[config.mk]
export PLATFORM = sky130hd
export DESIGN_NAME = pipeline_top
export DESIGN_NICKNAME = d
export VERILOG_FILES = /design/src/hdl/core_pkg.sv /design/src/hdl/isa_pkg.sv /design/src/hdl/execute_stage.sv /design/src/hdl/instruction_steer.sv /design/src/hdl/pipeline_top.sv /design/src/hdl/scalar_register_file.sv /design/src/hdl/strand_select.sv /design/src/hdl/sync_fifo.sv
export SDC_FILE = /design/constraint.sdc
export NUM_CORES = 2
export LEC_CHECK = 0
export BUFFER_PORTS_ARGS = -buffer_cell sky130_fd_sc_hd__buf_2
export CORE_MARGIN = 5
export CORE_UTILIZATION = 35
export DETAILED_ROUTE_END_ITERATION = 8
export GPL_ROUTABILITY_DRIVEN = 0
export HOLD_SLACK_MARGIN = 0.12
export PLACE_DENSITY_LB_ADDON = 0.2
export SLEW_MARGIN = 5
export SYNTH_ARGS = -nofsm -noshare
export SYNTH_HDL_FRONTEND = slang
export SYNTH_SLANG_ARGS = --single-unit
[constraint.sdc]
create_clock -name clk -period 98.6 [get_ports clk]
set_clock_uncertainty 0.2 [all_clocks]
set_input_delay 29.58 -clock clk [delete_from_list [all_inputs] [get_ports clk]]
set_output_delay 29.58 -clock clk [all_outputs]
set_load 0.02 [all_outputs]
[src/hdl/core_pkg.sv]
//**********************************************************************
// Machine configuration shared by every pipeline block.
// Strand count must stay a power of two for the strand id wrap.
// Register file is NUM_STRANDS x NUM_REGS words, all cleared on reset.
//**********************************************************************

package core_pkg;

	// Hardware strands sharing one integer pipeline
	localparam int NUM_STRANDS = 4;

	// Scalar registers per strand
	localparam int NUM_REGS = 8;

	// Register and ALU width
	localparam int DATA_WIDTH = 32;

	localparam int STRAND_BITS = $clog2(NUM_STRANDS);	// Strand id width
	localparam int REG_BITS = $clog2(NUM_REGS);		// Register index width

	// Strand number carried with every instruction
	typedef logic [STRAND_BITS-1:0] strand_id_t;

	// Register number inside one strand
	typedef logic [REG_BITS-1:0] reg_index_t;

	// Register value
	typedef logic [DATA_WIDTH-1:0] data_t;

endpackage

[src/hdl/isa_pkg.sv]
//**********************************************************************
// Operation codes and the records that flow through the pipeline.
// Instructions arrive already decoded, no encoding is defined here.
// All arithmetic wraps modulo 2**DATA_WIDTH.
//**********************************************************************

package isa_pkg;

	import core_pkg::*;

	localparam int IMM_WIDTH = 16;	// Immediate field width

	typedef enum logic [2:0]
	{
		op_add,		// src1 + src2
		op_sub,		// src1 - src2
		op_and,		// Bitwise and
		op_or,		// Bitwise or
		op_xor,		// Bitwise xor
		op_shl,		// src1 << low 5 bits of src2
		op_addi,	// src1 + sign-extended imm
		op_li		// Zero-extended imm
	} alu_op_t;

	// Decoded instruction, tagged with its strand
	typedef struct packed
	{
		strand_id_t strand;
		alu_op_t op;
		reg_index_t dest;
		reg_index_t src1;
		reg_index_t src2;
		logic [IMM_WIDTH-1:0] imm;
	} instr_t;

	// Retire record, one per completed instruction
	typedef struct packed
	{
		strand_id_t strand;
		reg_index_t dest;
		data_t value;
	} retire_t;

endpackage

[src/hdl/execute_stage.sv]
//**********************************************************************
// Operand fetch, bypass, ALU and writeback register.
// Sources come from the writeback register when it holds the same
// strand and destination, else from the register file.
// The register file write and the retire push share one handshake,
// so a result held by back-pressure is written exactly once.
//**********************************************************************

`timescale 1ns/100ps

module execute_stage
	import core_pkg::*, isa_pkg::*;

	(input					clk,
	input					reset,
	input					issue_valid,
	output logic			issue_ready,
	input instr_t			issue,
	output strand_id_t		rd_strand,
	output reg_index_t		rd_index1,
	output reg_index_t		rd_index2,
	input data_t			rd_value1,
	input data_t			rd_value2,
	output logic			wr_enable,
	output strand_id_t		wr_strand,
	output reg_index_t		wr_index,
	output data_t			wr_value,
	output logic			retire_valid,
	input					retire_ready,
	output retire_t			retire);

	localparam int SHAMT_BITS = $clog2(DATA_WIDTH);	// Shift amount bits

	logic wb_valid;			// Writeback register occupied
	retire_t wb;			// Writeback register
	logic wb_done;			// Result leaves this cycle
	logic bypass1;
	logic bypass2;
	data_t operand1;
	data_t operand2;
	data_t imm_sext;
	data_t imm_zext;
	data_t result;

	assign wb_done = wb_valid && retire_ready;
	assign issue_ready = !wb_valid || retire_ready;	// Slot free or draining

	// Register file read side, addressed by the issue slot
	assign rd_strand = issue.strand;
	assign rd_index1 = issue.src1;
	assign rd_index2 = issue.src2;

	// Result ahead of us is not yet in the register file
	assign bypass1 = wb_valid && wb.strand == issue.strand && wb.dest == issue.src1;
	assign bypass2 = wb_valid && wb.strand == issue.strand && wb.dest == issue.src2;
	assign operand1 = bypass1 ? wb.value : rd_value1;
	assign operand2 = bypass2 ? wb.value : rd_value2;

	assign imm_sext = {{(DATA_WIDTH - IMM_WIDTH){issue.imm[IMM_WIDTH-1]}}, issue.imm};
	assign imm_zext = {{(DATA_WIDTH - IMM_WIDTH){1'b0}}, issue.imm};

	always_comb
	begin
		case (issue.op)
			op_add: result = operand1 + operand2;
			op_sub: result = operand1 - operand2;
			op_and: result = operand1 & operand2;
			op_or: result = operand1 | operand2;
			op_xor: result = operand1 ^ operand2;
			op_shl: result = operand1 << operand2[SHAMT_BITS-1:0];
			op_addi: result = operand1 + imm_sext;
			op_li: result = imm_zext;
			default: result = '0;
		endcase
	end

	// Write port and retire push move together
	assign wr_enable = wb_done;
	assign wr_strand = wb.strand;
	assign wr_index = wb.dest;
	assign wr_value = wb.value;
	assign retire_valid = wb_valid;
	assign retire = wb;

	always_ff @(posedge clk or posedge reset)
	begin
		if (reset)
			wb_valid <= 1'b0;
		else if (issue_ready)
			wb_valid <= issue_valid;
	end

	always_ff @(posedge clk)
	begin
		if (issue_valid && issue_ready)
		begin
			wb.strand <= issue.strand;
			wb.dest <= issue.dest;
			wb.value <= result;
		end
	end

	// Held retire record stays put until the retire queue takes it
	assert property (@(posedge clk) disable iff (reset)
		retire_valid && !retire_ready |=> retire_valid && $stable(retire))
		else $error("execute_stage: retire changed while stalled");

endmodule

[src/hdl/instruction_steer.sv]
//**********************************************************************
// One-entry input buffer that routes each instruction to its strand
// queue. An accepted instruction is offered one cycle later.
// A full queue for the held strand stalls all input, even for others.
//**********************************************************************

`timescale 1ns/100ps

module instruction_steer
	import core_pkg::*, isa_pkg::*;

	(input								clk,
	input								reset,
	input								in_valid,
	output logic						in_ready,
	input instr_t						in_instr,
	output logic [NUM_STRANDS-1:0]		push_valid,
	input [NUM_STRANDS-1:0]				push_ready,
	output instr_t						push_instr);

	logic held_valid;		// Buffer occupied
	instr_t held_instr;		// Buffered instruction
	logic drain;			// Held entry taken this cycle

	assign drain = held_valid && push_ready[held_instr.strand];
	assign in_ready = !held_valid || drain;		// Empty or emptying
	assign push_instr = held_instr;				// Shared by all queues

	always_comb
	begin
		push_valid = '0;
		if (held_valid)
			push_valid[held_instr.strand] = 1'b1;	// Only the owning strand
	end

	always_ff @(posedge clk or posedge reset)
	begin
		if (reset)
			held_valid <= 1'b0;
		else if (in_ready)
			held_valid <= in_valid;		// Refill or go empty
	end

	always_ff @(posedge clk)
	begin
		if (in_valid && in_ready)
			held_instr <= in_instr;
	end

	// At most one strand queue sees a push
	assert property (@(posedge clk) disable iff (reset) $onehot0(push_valid))
		else $error("instruction_steer: push_valid not one-hot %b", push_valid);

endmodule

[src/hdl/pipeline_top.sv]
//**********************************************************************
// Four-strand integer pipeline: steering buffer, strand queues,
// round-robin select, execute with register file, retire queue.
// Per-strand retire order matches acceptance order, no order across
// strands. Acceptance to retire_valid is at least 4 cycles.
//**********************************************************************

`timescale 1ns/100ps

module pipeline_top
	import core_pkg::*, isa_pkg::*;

	#(parameter int STRAND_QUEUE_DEPTH = 4,
	parameter int RETIRE_QUEUE_DEPTH = 4)

	(input				clk,
	input				reset,
	input				in_valid,
	output logic		in_ready,
	input instr_t		in_instr,
	output logic		retire_valid,
	input				retire_ready,
	output retire_t		retire);

	logic [NUM_STRANDS-1:0] push_valid;		// Steering to queues
	logic [NUM_STRANDS-1:0] push_ready;
	instr_t push_instr;
	logic [NUM_STRANDS-1:0] head_valid;		// Queue heads
	instr_t head_instr [NUM_STRANDS];
	logic [NUM_STRANDS-1:0] pop;
	logic issue_valid;						// Issue slot
	logic issue_ready;
	instr_t issue;
	strand_id_t rd_strand;					// Register file reads
	reg_index_t rd_index1;
	reg_index_t rd_index2;
	data_t rd_value1;
	data_t rd_value2;
	logic wr_enable;						// Register file write
	strand_id_t wr_strand;
	reg_index_t wr_index;
	data_t wr_value;
	logic ex_retire_valid;					// Execute to retire queue
	logic ex_retire_ready;
	retire_t ex_retire;

	instruction_steer instruction_steer(.clk, .reset, .in_valid, .in_ready, .in_instr,
		.push_valid, .push_ready, .push_instr);

	for (genvar s = 0; s < NUM_STRANDS; s++)
	begin : g_strand_queue
		sync_fifo #(.DEPTH(STRAND_QUEUE_DEPTH), .item_t(instr_t)) queue(.clk, .reset,
			.in_valid(push_valid[s]), .in_ready(push_ready[s]), .in_item(push_instr),
			.out_valid(head_valid[s]), .out_ready(pop[s]), .out_item(head_instr[s]));
	end

	strand_select strand_select(.clk, .reset, .head_valid, .head_instr, .pop,
		.issue_valid, .issue_ready, .issue);

	scalar_register_file scalar_register_file(.clk, .reset, .rd_strand, .rd_index1,
		.rd_index2, .rd_value1, .rd_value2, .wr_enable, .wr_strand, .wr_index, .wr_value);

	execute_stage execute_stage(.clk, .reset, .issue_valid, .issue_ready, .issue,
		.rd_strand, .rd_index1, .rd_index2, .rd_value1, .rd_value2,
		.wr_enable, .wr_strand, .wr_index, .wr_value,
		.retire_valid(ex_retire_valid), .retire_ready(ex_retire_ready), .retire(ex_retire));

	sync_fifo #(.DEPTH(RETIRE_QUEUE_DEPTH), .item_t(retire_t)) retire_queue(.clk, .reset,
		.in_valid(ex_retire_valid), .in_ready(ex_retire_ready), .in_item(ex_retire),
		.out_valid(retire_valid), .out_ready(retire_ready), .out_item(retire));

endmodule

[src/hdl/scalar_register_file.sv]
//**********************************************************************
// Per-strand scalar registers, two combinational reads, one write.
// A write lands on the clock edge and is visible to reads right after.
// Every register of every strand is cleared by reset.
//**********************************************************************

`timescale 1ns/100ps

module scalar_register_file
	import core_pkg::*;

	(input					clk,
	input					reset,
	input strand_id_t		rd_strand,
	input reg_index_t		rd_index1,
	input reg_index_t		rd_index2,
	output data_t			rd_value1,
	output data_t			rd_value2,
	input					wr_enable,
	input strand_id_t		wr_strand,
	input reg_index_t		wr_index,
	input data_t			wr_value);

	data_t regs [NUM_STRANDS][NUM_REGS];	// One bank per strand

	assign rd_value1 = regs[rd_strand][rd_index1];
	assign rd_value2 = regs[rd_strand][rd_index2];

	always_ff @(posedge clk or posedge reset)
	begin
		if (reset)
		begin
			for (int s = 0; s < NUM_STRANDS; s++)
			begin
				for (int r = 0; r < NUM_REGS; r++)
					regs[s][r] <= '0;
			end
		end
		else if (wr_enable)
			regs[wr_strand][wr_index] <= wr_value;
	end

endmodule

[src/hdl/strand_select.sv]
//**********************************************************************
// Round-robin strand selector with a registered issue slot.
// Search starts after the last granted strand, strand 0 first after
// reset. A queue is popped only when the issue slot is free or being
// taken, so a stalled slot never loses or duplicates an instruction.
//**********************************************************************

`timescale 1ns/100ps

module strand_select
	import core_pkg::*, isa_pkg::*;

	(input								clk,
	input								reset,
	input [NUM_STRANDS-1:0]				head_valid,
	input instr_t						head_instr [NUM_STRANDS],
	output logic [NUM_STRANDS-1:0]		pop,
	output logic						issue_valid,
	input								issue_ready,
	output instr_t						issue);

	strand_id_t last_grant;		// Strand issued most recently
	strand_id_t grant;			// Strand picked this cycle
	logic grant_found;			// Some queue is non-empty
	logic slot_free;			// Issue slot can load

	assign slot_free = !issue_valid || issue_ready;

	// Rotating priority search
	always_comb
	begin
		strand_id_t cand;

		grant = last_grant;
		grant_found = 1'b0;
		for (int i = 1; i <= NUM_STRANDS; i++)
		begin
			cand = strand_id_t'((int'(last_grant) + i) % NUM_STRANDS);
			if (!grant_found && head_valid[cand])
			begin
				grant = cand;
				grant_found = 1'b1;
			end
		end
	end

	always_comb
	begin
		pop = '0;
		if (slot_free && grant_found)
			pop[grant] = 1'b1;
	end

	always_ff @(posedge clk or posedge reset)
	begin
		if (reset)
		begin
			issue_valid <= 1'b0;
			last_grant <= strand_id_t'(NUM_STRANDS - 1);	// So strand 0 goes first
		end
		else if (slot_free)
		begin
			issue_valid <= grant_found;
			if (grant_found)
				last_grant <= grant;
		end
	end

	always_ff @(posedge clk)
	begin
		if (slot_free && grant_found)
			issue <= head_instr[grant];		// Head of popped queue
	end

	// Only one queue popped per cycle
	assert property (@(posedge clk) disable iff (reset) $onehot0(pop))
		else $error("strand_select: pop not one-hot %b", pop);

endmodule

[src/hdl/sync_fifo.sv]
//**********************************************************************
// Synchronous queue with valid/ready on both sides.
// Push and pop may happen in the same cycle.
// A pushed entry reaches the head one cycle later, no fall-through.
// When full, in_ready stays low even if the head is popped that cycle.
//**********************************************************************

`timescale 1ns/100ps

module sync_fifo
	#(parameter int DEPTH = 4,
	parameter type item_t = logic [7:0])

	(input				clk,
	input				reset,
	input				in_valid,
	output logic		in_ready,
	input item_t		in_item,
	output logic		out_valid,
	input				out_ready,
	output item_t		out_item);

	localparam int PTR_BITS = (DEPTH > 1) ? $clog2(DEPTH) : 1;
	localparam int CNT_BITS = $clog2(DEPTH + 1);

	item_t storage [DEPTH];				// Circular buffer
	logic [PTR_BITS-1:0] rd_ptr;		// Head slot
	logic [PTR_BITS-1:0] wr_ptr;		// Next free slot
	logic [CNT_BITS-1:0] count;			// Occupancy
	logic push;
	logic pop;

	assign in_ready = count != CNT_BITS'(DEPTH);	// Not full
	assign out_valid = count != '0;					// Not empty
	assign out_item = storage[rd_ptr];
	assign push = in_valid && in_ready;
	assign pop = out_valid && out_ready;

	always_ff @(posedge clk)
	begin
		if (push)
			storage[wr_ptr] <= in_item;
	end

	always_ff @(posedge clk or posedge reset)
	begin
		if (reset)
		begin
			rd_ptr <= '0;
			wr_ptr <= '0;
			count <= '0;
		end
		else
		begin
			if (push)
				wr_ptr <= (wr_ptr == PTR_BITS'(DEPTH - 1)) ? '0 : wr_ptr + 1'b1;	// Wrap

			if (pop)
				rd_ptr <= (rd_ptr == PTR_BITS'(DEPTH - 1)) ? '0 : rd_ptr + 1'b1;

			case ({push, pop})
				2'b10: count <= count + 1'b1;
				2'b01: count <= count - 1'b1;
				default: count <= count;	// Both or neither
			endcase
		end
	end

	// Occupancy bound, would mean a lost or duplicated entry
	assert property (@(posedge clk) disable iff (reset) count <= DEPTH)
		else $error("sync_fifo: count %0d exceeds depth %0d", count, DEPTH);

endmodule

==> metrics.cfg <==
[sta]
slew_headroom = 0.1164
setup_viol = 0
fin_setup_tns_ns = 0
final-hold-violation-count = 0
slew_viol_final = 0
period_share = 0.3308
max_freq_ghz = 0.03066
tightestPinTransition_ns = 1.321
min_period_ns = 32.61
rsz0062_at_grt = no

[clock_network]
cts_tree = done
clock_sinks = 1789
cts_setup_buffers = 0
cts.root.buffer_cell = clkbuf_16
hold_buffers = 0
numCtsBuffers = 190
ctsResizeCount = 0
clk_pin_slew_ns = 0.06
ctsLongestPathBuffers = 3
cts_max_level = 4
clk_latency_ns = 0.87

[grt]
grt_usage = 0.2272
grt_overflow = 0
grt_use_met3 = 0.03421
busiest_layer = met2
gr-usage-met1 = 0.3130
met2_usage = 0.3722
grt_first_pass_wirelength_um = 432400
antenna_found_initial = 12
grt_pass1_vias = 55424
grt_start_max_net_pins = 157

[die]
dieArea_um2 = 263300
row_count = 184
core-area_um2 = 251600
die_x_um = 513.1
start_util = 0.3521
die_y_um = 513.1
ios = 73

[logic_synthesis]
syn_area_um2 = 88590
synth_mux_area_frac = 0.3015
syn-instance-count = 5878
syn_area_per_cell_um2 = 15.07
ys.flop_type = dfrtp_1
synth_area_leader_cell = dfrtp_1
yosysWarnings = 0
synth-simple-area-share = 0.03982
synth_seq_cells = 1789
synth_top_family_by_area = multiplexers
synth_cell_type_count = 112
synth_edf_count = 725
ys_async_sr_fraction = 0.5947
synthXorXnorAreaFrac = 0.007613
yosys-top-cells-count = 1,063 x mux2_2, 1,062 x dfrtp_1, 725 x edfxtp_1, 495 x mux4_2, 337 x mux2i_1
synth_most_common_cell = mux2_2
synthAdderAreaFrac = 0.01986
synth_fp_nets = 6049
synth.top_cell.area_share = 0.3000
ys_seq_area_frac = 0.5463
yosys-top-cells-area = dfrtp_1 30%, edfxtp_1 25%, mux2_2 14%, mux4_2 13%, mux2i_1 3.8%
synth_compound_gate_area_share = 0.05185

[setup_path]
cp_max_fo = 34
cp_data_required_time_ns = 68.82
endpoint_kind = output pin
worst_r2r_path_depth = 30
crit_arrival_ns = 2.83
worstSetupPathType = register to output pin
cp-start-kind = register

[detailed_routing]
num_vias = 55029
vias_per_cell = 5.865
drt_iter0_markers = 5256
drc = 0
avgRoutedWirePerCell_um = 32.47
drt-total-wl_um = 304600
ant_nets = 0
drt_pass1_iterations = 6

[cells_and_area]
post-route-util = 0.3934
layout-drive-gt1-share = 0.3731
fin_nets = 6042
area_growth_pct = 11.76

[job]
drv_cap = 0

[hold_path]
hold_path_class = register to register
min_path_cells = 0

[status]
outcome = finished, final reports clean

[placement]
portBuffers = 72
dp_hpwl_um = 182100

cell families (layout without fill, tap and decap cells):
kind of cell             count (synthesis)  in the layout
adder cells (fa/ha/maj)                137            137
XOR/XNOR                                77             77
buffers and inverters                  600            752
AO/OA/AOI/OAI                          658            658
AND/OR/NAND/NOR                        712            712
flip-flops                            1789           1789
other                                    0              5
multiplexers                          1905           1905
path summary, 6_finish.rpt:
check                                        startpoint                                 to  slack (ns)
worst min-delay path            strand_select.issue[22]          execute_stage.wr_index[0]        0.22
max in group asynchronous                         reset      scalar_register_file.regs[10]       66.69
worst max register to register  strand_select.issue[28]         execute_stage.wr_value[25]       87.79
worst max-delay path             retire_queue.rd_ptr[0]                          retire[9]       65.99
min in group asynchronous                         reset  g_strand_queue[1].queue.wr_ptr[1]       28.56
worst min register to register  strand_select.issue[22]          execute_stage.wr_index[0]        0.22
cell usage in the layout (no fill, tap or decap), drive strengths merged, types with 134 or more instances in the layout:
cell type and n:
edfxtp 725, dfrtp 1062, nor2 150, mux2i 343
buf 281, a21oi 134, mux2 1064, mux4 498
clkbuf 267, nand2 249
per-layer routing:
metal / share of wire / vias up
met5: 0 / -
met4: 0.034 / 0
met3: 0.059 / 452
met2: 0.48 / 1891
met1: 0.43 / 30049
li1: - / 22637
metrics by stage:
| step | setup WS, ns | std cells | area [µm²] | hold WS (ns) |
|---|---|---|---|---|
| 6_report | 65.99 | 9383 | 99000 | 0.2214 |
| 5_1_grt | 65.78 | 9380 | 98990 | 0.2333 |
| 4_1_cts | 65.86 | 9378 | 98990 | 0.2261 |
| 3_5_place_dp | 65.68 | 9027 | 92640 | 0.2119 |
| 3_3_place_gp | 65.72 | 9027 | 92640 | 0.2043 |
| 2_1_floorplan | 38.87 | 5878 | 88590 | 0.2003 |
state kept, by name, indices dropped and copies added (netlist names), 8 cells and up:
name	count
instruction_steer.push_instr	30
g_strand_queue.queue.count	12
execute_stage.wr_value	32
strand_select.issue	30
scalar_register_file.regs	1024
retire_queue.storage	148
g_strand_queue.queue.storage	480
g_strand_queue.queue.rd_ptr	8
g_strand_queue.queue.wr_ptr	8
layout make-up:
cell class / instances / area, µm²
Fill cell: 23300 / 152600
Inverter: 120 / 462.9
Antenna cell: 5 / 12.51
Sequential cell: 1789 / 48410
Clock buffer: 267 / 5316
Tap cell: 3348 / 4189
Clock inverter: 84 / 1032
Timing Repair Buffer: 281 / 1992
Multi-Input combinational cell: 3489 / 37590
critical path, stage by stage, from the launching register on:
cell	delay, ns
dfrtp_2	0.46
buf_4	0.60
mux4_2	0.62
buf_2	0.18
Power is not shown: default switching activity piles up to over one toggle a cycle in this logic, so the estimate is an artifact.
